File: config.mk
export PLATFORM = sky130hd
export DESIGN_NAME = comp_engine_top
export DESIGN_NICKNAME = d
export VERILOG_FILES = /design/src/comp_engine_pkg.sv /design/src/burst_if.sv /design/src/blk_sequencer.sv /design/src/ahb_burst_master.sv /design/src/beat_packer.sv /design/src/comp_engine_top.sv
export SDC_FILE = /design/constraint.sdc
export NUM_CORES = 1
export LEC_CHECK = 0
export BUFFER_PORTS_ARGS = -buffer_cell sky130_fd_sc_hd__buf_2
export CORE_AREA = 2 2 181 183
export CTS_CLUSTER_DIAMETER = 30
export CTS_CLUSTER_SIZE = 12
export DETAILED_ROUTE_END_ITERATION = 16
export DIE_AREA = 0 0 183 185
export GPL_ROUTABILITY_DRIVEN = 0
export PLACE_DENSITY = 0.76
export REMOVE_ABC_BUFFERS = 1
export SLEW_MARGIN = 10
export SYNTH_ARGS = -nofsm -noshare
export SYNTH_HDL_FRONTEND = slang
export SYNTH_HIERARCHICAL = 1
export SYNTH_SLANG_ARGS = --single-unit
File: constraint.sdc
create_clock -name clk -period 5.2 [get_ports clk]
set_clock_uncertainty 0.05 [all_clocks]
set_input_delay 0.26 -clock clk [delete_from_list [all_inputs] [get_ports clk]]
set_output_delay 0.26 -clock clk [all_outputs]
set_load 0.02 [all_outputs]
File: src/comp_engine_pkg.sv
`default_nettype none

package comp_engine_pkg;

    // ------------------------------
    // widths
    // ------------------------------
    typedef logic [31:0] addr_t;
    typedef logic [31:0] bus_word_t;
    typedef logic [63:0] comp_word_t;
    // block address bits 31..7
    typedef logic [24:0] blk_cnt_t;
    typedef logic [3:0]  beat_idx_t;
    typedef logic [2:0]  buf_addr_t;
    typedef logic [1:0]  comp_sel_t;
    typedef logic [1:0]  htrans_t;

    // ------------------------------
    // AHB encodings
    // ------------------------------
    localparam htrans_t HTRANS_IDLE   = 2'b00;
    localparam htrans_t HTRANS_NONSEQ = 2'b10;
    localparam htrans_t HTRANS_SEQ    = 2'b11;

    // fixed on this bus, never driven as ports
    localparam logic [2:0] HSIZE_WORD    = 3'b010;
    localparam logic [2:0] HBURST_INCR16 = 3'b111;
    localparam logic [3:0] HPROT_DATA    = 4'b0001;

    // burst geometry
    localparam int BEATS_PER_BURST     = 16;
    localparam int BEAT_BYTES          = 4;
    localparam int BLK_RD_BYTES        = 128;
    localparam int BLK_WR_BYTES        = 64;
    localparam int NUM_COMP            = 3;
    // request drops after this read data beat
    localparam int BUSREQ_RELEASE_BEAT = 13;

    typedef enum logic [2:0] {
        S_IDLE,
        S_RD1,
        S_RD2,
        S_COMP,
        S_WR
    } seq_state_t;

endpackage

`default_nettype wire

File: src/burst_if.sv
`default_nettype none

interface burst_if
    import comp_engine_pkg::*;
(
    input wire clk
);

    // sequencer to master
    logic       go;
    logic       wr;
    addr_t      base_addr;
    comp_word_t wr_word;

    // master back to sequencer and packer
    logic       fin;
    logic       beat_vld;
    beat_idx_t  beat_idx;
    bus_word_t  rdata;

    modport seq (
        input  clk,
        output go,
        output wr,
        output base_addr,
        output wr_word,
        input  fin
    );

    modport mst (
        input  clk,
        input  go,
        input  wr,
        input  base_addr,
        input  wr_word,
        output fin,
        output beat_vld,
        output beat_idx,
        output rdata
    );

    // read beats only
    modport sink (
        input  clk,
        input  beat_vld,
        input  beat_idx,
        input  rdata
    );

endinterface

`default_nettype wire

File: src/blk_sequencer.sv
`default_nettype none

module blk_sequencer
    import comp_engine_pkg::*;
(
    input  wire                     clk,
    input  wire                     rst_n,

    input  wire addr_t              src_addr_i,
    input  wire addr_t              dst_addr_i,
    input  wire blk_cnt_t           len_i,
    input  wire                     start_i,
    output logic                    done_o,

    input  wire [NUM_COMP-1:0]      comp_done_i,
    input  wire [NUM_COMP-1:0]      comp_fail_i,
    input  wire comp_word_t         comp0_rdata_i,
    input  wire comp_word_t         comp1_rdata_i,
    input  wire comp_word_t         comp2_rdata_i,

    burst_if.seq                    bus
);

    seq_state_t state_q;
    blk_cnt_t   blk_cnt_q;
    blk_cnt_t   blk_cnt_inc;
    comp_sel_t  winner_q;
    comp_sel_t  pick;
    logic       go_q;
    logic       all_done;
    addr_t      rd_base;
    addr_t      wr_base;
    addr_t      base_addr;
    comp_word_t wr_word;

    assign all_done    = &comp_done_i;
    assign blk_cnt_inc = blk_cnt_q + blk_cnt_t'(1);

    // ------------------------------
    // block addresses
    // ------------------------------
    assign rd_base = src_addr_i + addr_t'(blk_cnt_q) * addr_t'(BLK_RD_BYTES);
    assign wr_base = dst_addr_i + addr_t'(blk_cnt_q) * addr_t'(BLK_WR_BYTES);

    always_comb begin
        case (state_q)
            // second read burst picks up the upper 64 bytes
            S_RD2: base_addr = rd_base + addr_t'(BEATS_PER_BURST * BEAT_BYTES);
            S_WR: base_addr = wr_base;
            default: base_addr = rd_base;
        endcase
    end

    // ------------------------------
    // compressor winner
    // ------------------------------
    // lowest non-failing one, 0 when all fail
    always_comb begin
        pick = '0;
        for (int k = NUM_COMP - 1; k >= 0; k--) begin
            if (!comp_fail_i[k]) begin
                pick = comp_sel_t'(k);
            end
        end
    end

    // buffer word already addressed by buf_addr_o
    always_comb begin
        case (winner_q)
            2'd1: wr_word = comp1_rdata_i;
            2'd2: wr_word = comp2_rdata_i;
            default: wr_word = comp0_rdata_i;
        endcase
    end

    // ------------------------------
    // block loop
    // ------------------------------
    always_ff @(posedge clk) begin
        if (!rst_n) begin
            state_q   <= S_IDLE;
            blk_cnt_q <= '0;
            winner_q  <= '0;
            go_q      <= 1'b0;
        end else begin
            // go is a single-cycle strobe
            go_q <= 1'b0;
            case (state_q)
                S_IDLE: begin
                    if (start_i && (len_i != '0)) begin
                        blk_cnt_q <= '0;
                        state_q   <= S_RD1;
                        go_q      <= 1'b1;
                    end
                end
                S_RD1: begin
                    if (bus.fin) begin
                        state_q <= S_RD2;
                        go_q    <= 1'b1;
                    end
                end
                S_RD2: begin
                    if (bus.fin) begin
                        state_q <= S_COMP;
                    end
                end
                S_COMP: begin
                    if (all_done) begin
                        winner_q <= pick;
                        state_q  <= S_WR;
                        go_q     <= 1'b1;
                    end
                end
                S_WR: begin
                    if (bus.fin) begin
                        blk_cnt_q <= blk_cnt_inc;
                        if (blk_cnt_inc == len_i) begin
                            state_q <= S_IDLE;
                        end else begin
                            state_q <= S_RD1;
                            go_q    <= 1'b1;
                        end
                    end
                end
                default: begin
                    state_q <= S_IDLE;
                end
            endcase
        end
    end

    assign bus.go        = go_q;
    assign bus.wr        = (state_q == S_WR);
    assign bus.base_addr = base_addr;
    assign bus.wr_word   = wr_word;

    // masked while start is high so a status poll never sees a stale done
    assign done_o = (state_q == S_IDLE) && !start_i;

endmodule

`default_nettype wire

File: src/ahb_burst_master.sv
`default_nettype none

module ahb_burst_master
    import comp_engine_pkg::*;
(
    input  wire                     clk,
    input  wire                     rst_n,

    output logic                    hbusreq_o,
    input  wire                     hgrant_i,
    output addr_t                   haddr_o,
    output htrans_t                 htrans_o,
    output logic                    hwrite_o,
    output bus_word_t               hwdata_o,
    input  wire bus_word_t          hrdata_i,
    input  wire                     hready_i,

    output buf_addr_t               buf_addr_o,

    burst_if.mst                    bus
);

    // ------------------------------
    // burst phases
    // ------------------------------
    // address: | 0 | 1 | 2 | ... |14 |15 |
    // data   :     | 0 | 1 | ... |13 |14 |15 |
    //          ADDR1 |      MIDDLE       | LAST
    typedef enum logic [2:0] {
        M_IDLE,
        M_BUSREQ,
        M_ADDR1,
        M_MIDDLE,
        M_LAST
    } mst_state_t;

    mst_state_t state_q;
    // index of the address phase on the bus
    beat_idx_t  abeat_q;
    beat_idx_t  dbeat;
    beat_idx_t  beat_idx;
    bus_word_t  wr_half;
    logic       fin_q;
    logic       addr_acc;
    logic       data_phase;

    // data lags address by one accepted phase
    assign dbeat      = abeat_q - beat_idx_t'(1);
    assign data_phase = (state_q == M_MIDDLE) || (state_q == M_LAST);
    assign addr_acc   = hready_i && ((state_q == M_ADDR1) || (state_q == M_MIDDLE));

    // writes follow the address being issued, reads the data returned
    assign beat_idx   = hwrite_o ? abeat_q : dbeat;
    assign buf_addr_o = beat_idx[3:1];

    // upper half on even beats
    assign wr_half = abeat_q[0] ? bus.wr_word[31:0] : bus.wr_word[63:32];

    always_ff @(posedge clk) begin
        if (!rst_n) begin
            state_q   <= M_IDLE;
            abeat_q   <= '0;
            hbusreq_o <= 1'b0;
            haddr_o   <= '0;
            htrans_o  <= HTRANS_IDLE;
            hwrite_o  <= 1'b0;
            fin_q     <= 1'b0;
        end else begin
            fin_q <= 1'b0;
            case (state_q)
                M_IDLE: begin
                    if (bus.go) begin
                        hbusreq_o <= 1'b1;
                        hwrite_o  <= bus.wr;
                        haddr_o   <= bus.base_addr;
                        abeat_q   <= '0;
                        state_q   <= M_BUSREQ;
                    end
                end
                M_BUSREQ: begin
                    // ownership moves only when the current transfer completes
                    if (hgrant_i && hready_i) begin
                        htrans_o <= HTRANS_NONSEQ;
                        state_q  <= M_ADDR1;
                    end
                end
                M_ADDR1: begin
                    if (hready_i) begin
                        haddr_o  <= haddr_o + addr_t'(BEAT_BYTES);
                        htrans_o <= HTRANS_SEQ;
                        abeat_q  <= abeat_q + beat_idx_t'(1);
                        state_q  <= M_MIDDLE;
                    end
                end
                M_MIDDLE: begin
                    if (hready_i) begin
                        haddr_o <= haddr_o + addr_t'(BEAT_BYTES);
                        abeat_q <= abeat_q + beat_idx_t'(1);
                        // early release so the arbiter can regrant
                        if (dbeat == beat_idx_t'(BUSREQ_RELEASE_BEAT)) begin
                            hbusreq_o <= 1'b0;
                        end
                        if (abeat_q == beat_idx_t'(BEATS_PER_BURST - 1)) begin
                            htrans_o <= HTRANS_IDLE;
                            state_q  <= M_LAST;
                        end
                    end
                end
                M_LAST: begin
                    if (hready_i) begin
                        fin_q   <= 1'b1;
                        state_q <= M_IDLE;
                    end
                end
                default: begin
                    state_q <= M_IDLE;
                end
            endcase
        end
    end

    // write data for the address being accepted
    always_ff @(posedge clk) begin
        if (hwrite_o && addr_acc) begin
            hwdata_o <= wr_half;
        end
    end

    assign bus.fin      = fin_q;
    assign bus.beat_vld = !hwrite_o && hready_i && data_phase;
    assign bus.beat_idx = beat_idx;
    assign bus.rdata    = hrdata_i;

endmodule

`default_nettype wire

File: src/beat_packer.sv
`default_nettype none

module beat_packer
    import comp_engine_pkg::*;
(
    input  wire                     clk,
    input  wire                     rst_n,

    output logic                    comp_wren_o,
    output logic                    comp_sop_o,
    output logic                    comp_eop_o,
    output comp_word_t              comp_wdata_o,

    burst_if.sink                   bus
);

    // 32 beats per block, wraps after the second burst
    logic [4:0] beat_cnt_q;
    logic [3:0] word_idx;

    assign word_idx = beat_cnt_q[4:1];

    always_ff @(posedge clk) begin
        if (!rst_n) begin
            beat_cnt_q  <= '0;
            comp_wren_o <= 1'b0;
            comp_sop_o  <= 1'b0;
            comp_eop_o  <= 1'b0;
        end else begin
            comp_wren_o <= 1'b0;
            comp_sop_o  <= 1'b0;
            comp_eop_o  <= 1'b0;
            if (bus.beat_vld) begin
                beat_cnt_q <= beat_cnt_q + 5'd1;
                // odd beat completes the word
                if (bus.beat_idx[0]) begin
                    comp_wren_o <= 1'b1;
                    comp_sop_o  <= (word_idx == 4'd0);
                    comp_eop_o  <= (word_idx == 4'hf);
                end
            end
        end
    end

    // ------------------------------
    // word assembly
    // ------------------------------
    always_ff @(posedge clk) begin
        if (bus.beat_vld) begin
            if (bus.beat_idx[0]) begin
                comp_wdata_o[31:0] <= bus.rdata;
            end else begin
                comp_wdata_o[63:32] <= bus.rdata;
            end
        end
    end

endmodule

`default_nettype wire

File: src/comp_engine_top.sv
`default_nettype none

module comp_engine_top
    import comp_engine_pkg::*;
(
    input  wire                     clk,
    input  wire                     rst_n,

    // command
    input  wire addr_t              src_addr_i,
    input  wire addr_t              dst_addr_i,
    input  wire blk_cnt_t           len_i,
    input  wire                     start_i,
    output logic                    done_o,

    // AHB master
    output logic                    hbusreq_o,
    input  wire                     hgrant_i,
    output addr_t                   haddr_o,
    output htrans_t                 htrans_o,
    output logic                    hwrite_o,
    output bus_word_t               hwdata_o,
    input  wire bus_word_t          hrdata_i,
    input  wire                     hready_i,

    // compressor stream
    output logic                    comp_wren_o,
    output logic                    comp_sop_o,
    output logic                    comp_eop_o,
    output comp_word_t              comp_wdata_o,
    input  wire [NUM_COMP-1:0]      comp_done_i,
    input  wire [NUM_COMP-1:0]      comp_fail_i,

    // compressor buffers
    output buf_addr_t               buf_addr_o,
    input  wire comp_word_t         comp0_rdata_i,
    input  wire comp_word_t         comp1_rdata_i,
    input  wire comp_word_t         comp2_rdata_i
);

    burst_if i_bus (
        .clk            (clk)
    );

    // ------------------------------
    // block loop and write mux
    // ------------------------------
    blk_sequencer i_blk_sequencer (
        .clk            (clk),
        .rst_n          (rst_n),
        .src_addr_i     (src_addr_i),
        .dst_addr_i     (dst_addr_i),
        .len_i          (len_i),
        .start_i        (start_i),
        .done_o         (done_o),
        .comp_done_i    (comp_done_i),
        .comp_fail_i    (comp_fail_i),
        .comp0_rdata_i  (comp0_rdata_i),
        .comp1_rdata_i  (comp1_rdata_i),
        .comp2_rdata_i  (comp2_rdata_i),
        .bus            (i_bus.seq)
    );

    ahb_burst_master i_ahb_burst_master (
        .clk            (clk),
        .rst_n          (rst_n),
        .hbusreq_o      (hbusreq_o),
        .hgrant_i       (hgrant_i),
        .haddr_o        (haddr_o),
        .htrans_o       (htrans_o),
        .hwrite_o       (hwrite_o),
        .hwdata_o       (hwdata_o),
        .hrdata_i       (hrdata_i),
        .hready_i       (hready_i),
        .buf_addr_o     (buf_addr_o),
        .bus            (i_bus.mst)
    );

    // read beats to 64-bit stream
    beat_packer i_beat_packer (
        .clk            (clk),
        .rst_n          (rst_n),
        .comp_wren_o    (comp_wren_o),
        .comp_sop_o     (comp_sop_o),
        .comp_eop_o     (comp_eop_o),
        .comp_wdata_o   (comp_wdata_o),
        .bus            (i_bus.sink)
    );

endmodule

`default_nettype wire

Word level (Yosys, flattened, before mapping)
Index checks and enable logic that the tools add are counted.
{"block": "word_totals", "reg_bits": 179, "input_bits": 324, "word_cells": 135}
{"block": "op_classes", "add_sub_neg": 8, "n_eq_ne": 27, "mux": 47, "n_bitwise": 1, "n_reduce_logical": 34}
{"cell": "32-bit one-hot mux with 2 select lines", "n": 2}
{"cell": "64-bit one-hot mux with 2 select lines", "n": 1}
{"cell": "32-bit two-way mux", "n": 3}
{"cell": "25-bit two-way mux", "n": 2}
{"cell": "25-bit one-hot mux with 2 select lines", "n": 1}
{"cell": "3-bit two-way mux", "n": 11}
{"cell": "32-bit by 3-bit adder with 32-bit output (second input constant)", "n": 1}
{"cell": "32-bit by 31-bit adder with 32-bit output", "n": 1}
{"cell": "32-bit adder", "n": 1}
{"cell": "32-bit by 7-bit adder with 32-bit output (second input constant)", "n": 1}
{"cell": "3-bit one-hot mux with 5 select lines", "n": 2}
{"cell": "25-bit by 1-bit adder with 25-bit output (second input constant)", "n": 1}
{"cell": "25-bit equality test", "n": 1}
{"cell": "25-bit nonzero test", "n": 1}
{"cell": "2-bit two-way mux", "n": 7}
{"cell": "2-bit inequality test (second input constant)", "n": 7}
{"cell": "3-bit by 2-bit equality test with 1-bit output (second input constant)", "n": 4}
{"cell": "4-bit equality test (second input constant)", "n": 3}
{"cell": "4-bit two-way mux", "n": 3}
{"cell": "2-bit by 1-bit inequality test with 1-bit output (second input constant)", "n": 6}
{"cell": "3-bit AND reduction", "n": 4}
{"cell": "1-bit two-way mux", "n": 11}
{"cell": "2-bit AND reduction", "n": 5}
{"cell": "5-bit AND reduction", "n": 2}
{"cell": "other kinds (22)", "n": 36}

Depth between registers and ports, before layout
{"block": "depth", "depth_word": 5, "depth_mapped": 16, "depth_no_buf": 16}

By module
Netlist, hierarchy kept.
{"mod": "blk_sequencer", "n_inst": 1, "cells_per_inst": 1053, "area_each_um2": 7010.5}
{"mod": "ahb_burst_master", "n_inst": 1, "cells_per_inst": 475, "area_each_um2": 4446.8}
{"mod": "beat_packer", "n_inst": 1, "cells_per_inst": 98, "area_each_um2": 2249.7}

Worst setup path before layout
Ideal clock, no wire load.
{"block": "synth_timing", "path_type": "reg2reg", "from": "register i_blk_sequencer.blk_cnt_q[0]", "to": "register i_ahb_burst_master.haddr_o[31]", "arrival_time_ns": 4.026, "required_ns": 5.021, "setup_slack_ns": 0.995, "stages_incl_launch_ff": 17, "path_buffers": 0, "synth_period_minus_slack_ns": 4.205, "cell_sequence": "dfxtp_1 -> ha_1 -> inv_1 -> fa_1 -> nand2b_2 -> a21oi_2 -> xnor2_2 -> a22oi_1 -> o22ai_1 -> nand3_2 -> or4_4 -> or3b_4 -> o31a_1 -> a221o_1 -> a32o_1 -> o21ai_0 -> o211ai_1"}
{"block": "synth_between", "elab_chain_len": 5, "elab_cells_between_ends": 6, "classes_between": "3 x add/sub; 3 x mux"}
{"element": "start: declaration", "line_no": "blk_sequencer.sv:25", "text": "blk_cnt_t blk_cnt_q;"}
{"element": "start signal: assignment", "line_no": "blk_sequencer.sv:116", "text": "blk_cnt_q <= blk_cnt_inc;"}
{"element": "32-bit adder", "line_no": "blk_sequencer.sv:42", "text": "assign rd_base = src_addr_i + addr_t'(blk_cnt_q) * addr_t'(BLK_RD_BYTES);"}
{"element": "32-bit by 7-bit adder with 32-bit output", "line_no": "blk_sequencer.sv:48", "text": "S_RD2: base_addr = rd_base + addr_t'(BEATS_PER_BURST * BEAT_BYTES);"}
{"element": "32-bit one-hot mux with 2 select lines *", "line_no": "blk_sequencer.sv:46", "text": "case (state_q)"}
{"element": "net i_bus.base_addr[31]", "line_no": "burst_if.sv:12", "text": "addr_t base_addr;"}
{"element": "32-bit two-way mux *", "line_no": "ahb_burst_master.sv:72", "text": "if (bus.go) begin"}
{"element": "32-bit one-hot mux with 2 select lines *", "line_no": "ahb_burst_master.sv:70", "text": "case (state_q)"}
{"element": "end signal: assignment", "line_no": "ahb_burst_master.sv:75", "text": "haddr_o <= bus.base_addr;"}
{"element": "end signal: assignment", "line_no": "ahb_burst_master.sv:89", "text": "haddr_o <= haddr_o + addr_t'(BEAT_BYTES);"}
{"element": "end signal: assignment", "line_no": "ahb_burst_master.sv:97", "text": "haddr_o <= haddr_o + addr_t'(BEAT_BYTES);"}
{"element": "end: declaration", "line_no": "ahb_burst_master.sv:11", "text": "output addr_t haddr_o,"}
Mark *: on every way through the listed nets, which the timed path passes. The rest lies on a longest branch. The select of a mux whose other input is x is not followed.
A chain may end at the register's enable or synchronous reset.

Worst setup path in the final report
Same ends and word-level chain as after synthesis.

==> impl_metrics.yaml <==
run_status:
  outcome: "finished, final reports clean"
critical_path:
  reg2reg_to: "i_ahb_burst_master/haddr_o[31]"
  critPathKind: "reg2reg"
  arrival_ns: 4.95
  cp.required_ns: 5.48
  cp-end-kind: "flip-flop"
  r2r_slack_ns: 0.53
  cp_max_fo: 7
  reg2reg_depth: 16
  cp-start-kind: "flip-flop"
  r2r-start: "i_blk_sequencer/blk_cnt_q[0]"
logic_synthesis:
  syn_avg_cell_area_um2: 8.43
  synth_area_um2: 13700
  syn_inst: 1623
  ys_warn_count: 6
clock_network:
  cts_root_buffer: "clkbuf_16"
  cts_tree: "done"
  clockBufferDepth: 2
  insertion_delay_ns: 0.45
  cts_buffers: 17
  clkSlewWorstSetupHoldPaths_ns: 0.07
  htree_levels: 4
  clkSinkCount: 179
  post-cts-setup-buffers: 0
final_layout:
  final_common_cell: "buf_2"
  nets: 2410
  drive_above_1_share_pct: 28.9
  area_growth_pct: 23.9
  mostFrequentLayoutCells: "buf_2, nand2_1, o21ai_0"
power_and_ir_drop:
  switching_share_pct: 28.7
  switching_power_uw: 956
  peakVddDrop_uv: 232
  clkPwrFrac_pct: 38.3
  p_leak_uw: 0.00698
  power.internal_uw: 2380
  combPwrFrac_pct: 15.7
  seq_power_share_pct: 46.0
  p_per_area_nw_per_um2: 197
sta:
  finalSetupViolations: 0
  worst_pin_slew_ns: 1.02
  rsz0062_at_grt: "false"
  hold-worst-slack_ns: 0.0587
  report.final.slew_viol_count: 0
  slew_headroom_pct: 32.3
  fin_crit_ns: 4.67
  finalCritPeriodShare_pct: 89.9
  finalHoldViolations: 0
  max_freq_ghz: 0.214
  tns_ns: 0
hold_path:
  hp-start: "comp_fail_i[2]"
  hp-class: "in2reg"
  hold_depth: 3
  hold_end: "i_blk_sequencer/winner_q[1]"
floorplan:
  pin_count: 463
  initial_core_util_pct: 42.7
  die_h_um: 185
  coreArea_um2: 32000
  die_area_um2: 33900
  rows: 66
  die_x_um: 183
global_route:
  antenna_found_initial: 15
  grt_pass1_wl_mm: 77.8
  grt_usage_pct: 30.2
  grt_pass1_vias: 13300
  overflow: 0
  grt_max_degree: 112
detailed_routing:
  drt_first_iter_violations: 1335
  wl_mm: 53.9
  vias_per_cell: 5.98
  postRouteAntennaNets: 0
  vias: 14700
  avgRoutedWirePerCell_um: 21.9
  route.detailed.drc: 0
  drt_first_pass_iters: 5
run:
  drv_cap: 0
placed_design:
  portBuffers: 462
  place_hpwl_mm: 41.3
[flip-flops by register name (all words and copies together) (netlist names)]
name                          count
i_beat_packer/comp_wdata_o       64
i_ahb_burst_master/haddr_o       32
i_ahb_burst_master/hwdata_o      32
i_blk_sequencer/blk_cnt_q        25
i_beat_packer/beat_cnt_q          5
i_ahb_burst_master/abeat_q        4
i_ahb_burst_master/state_q        3
i_blk_sequencer/state_q           3
i_ahb_burst_master/htrans_o       2
i_blk_sequencer/winner_q          2
i_ahb_burst_master/bus.fin        1
i_ahb_burst_master/hbusreq_o      1
i_ahb_burst_master/hwrite_o       1
i_beat_packer/comp_eop_o          1
i_beat_packer/comp_sop_o          1
i_beat_packer/comp_wren_o         1
i_blk_sequencer/bus.go            1
[power groups by stage]
stage          registers, µW  logic [µW]  clock network, µW
6_report                1530         523               1280
5_1_grt                 1540         561               1360
4_1_cts                 1530         512               1300
3_5_place_dp            1560         487                  0
3_3_place_gp            1560         479                  0
2_1_floorplan           1580         223                  0
[worst max-delay path by stage]
stage                                      start                              to  slack (ns)  cells after the start
floorplan           i_blk_sequencer/blk_cnt_q[0]  i_ahb_burst_master/haddr_o[31]         1.0                     16
global placement    i_blk_sequencer/blk_cnt_q[0]  i_ahb_burst_master/haddr_o[31]        0.73                     16
detailed placement  i_blk_sequencer/blk_cnt_q[0]  i_ahb_burst_master/haddr_o[31]        0.58                     16
CTS                 i_blk_sequencer/blk_cnt_q[0]  i_ahb_burst_master/haddr_o[31]        0.56                     16
global route        i_blk_sequencer/blk_cnt_q[0]  i_ahb_burst_master/haddr_o[31]        0.25                     16
finish              i_blk_sequencer/blk_cnt_q[0]  i_ahb_burst_master/haddr_o[31]        0.53                     16
[area by class of cell]
type                    count  area, µm²
clock inverters            14        130
multi-input cells        1283       8420
repair buffers            512       2770
diodes                     10       25.0
well taps                 408        510
fillers                  2991      15100
flip-flops and latches    179       4550
clock buffers              18        429
inverters                  33        124
[critical path, stage by stage, from the launching register on]
cell and delay, ns:
dfxtp_1 0.48, ha_1 0.28, inv_1 0.07, fa_1 0.40
nand2b_2 0.22, a21oi_2 0.25, xnor2_2 0.18, a22oi_1 0.10
o22ai_1 0.28, nand3_2 0.19, or4_4 0.60, or3b_4 0.43
o31a_1 0.30, a221o_1 0.27, a32o_1 0.21, o21ai_0 0.14
o211ai_1 0.10
[per-layer routing]
layer,part of all wire [%],global-route usage (%),up-vias,wire (µm)
li1,-,-,6836,-
met1,38,35.1,6916,20200
met2,49,51.7,814,26200
met3,8.3,6.17,127,4470
met4,5.5,17.3,6,2990
met5,0.071,0,-,38
[timing repair]
| action | in CTS | in global routing |
|---|---|---|
| hold buffers | 32 | 0 |
| resized for setup | 0 | 0 |
| endpoints found under the hold margin | 64 | 0 |
| endpoints found under the setup margin | 0 | 0 |
[through the flow]
stage / utilization, % / area, µm² / total power [µW] / setup slack [ns] / cells
after global routing: 52.9 / 16900 / 3450 / 0.251 / 2456
after global placement: 50.1 / 16000 / 2040 / 0.734 / 2383
after floorplan: - / 13100 / 1800 / 0.995 / 1495
final: 52.9 / 17000 / 3330 / 0.527 / 2457
after CTS: 52.8 / 16900 / 3340 / 0.556 / 2447
after detailed placement: 50.1 / 16000 / 2050 / 0.583 / 2383
No activity file was read; power rests on OpenSTA's default activity.
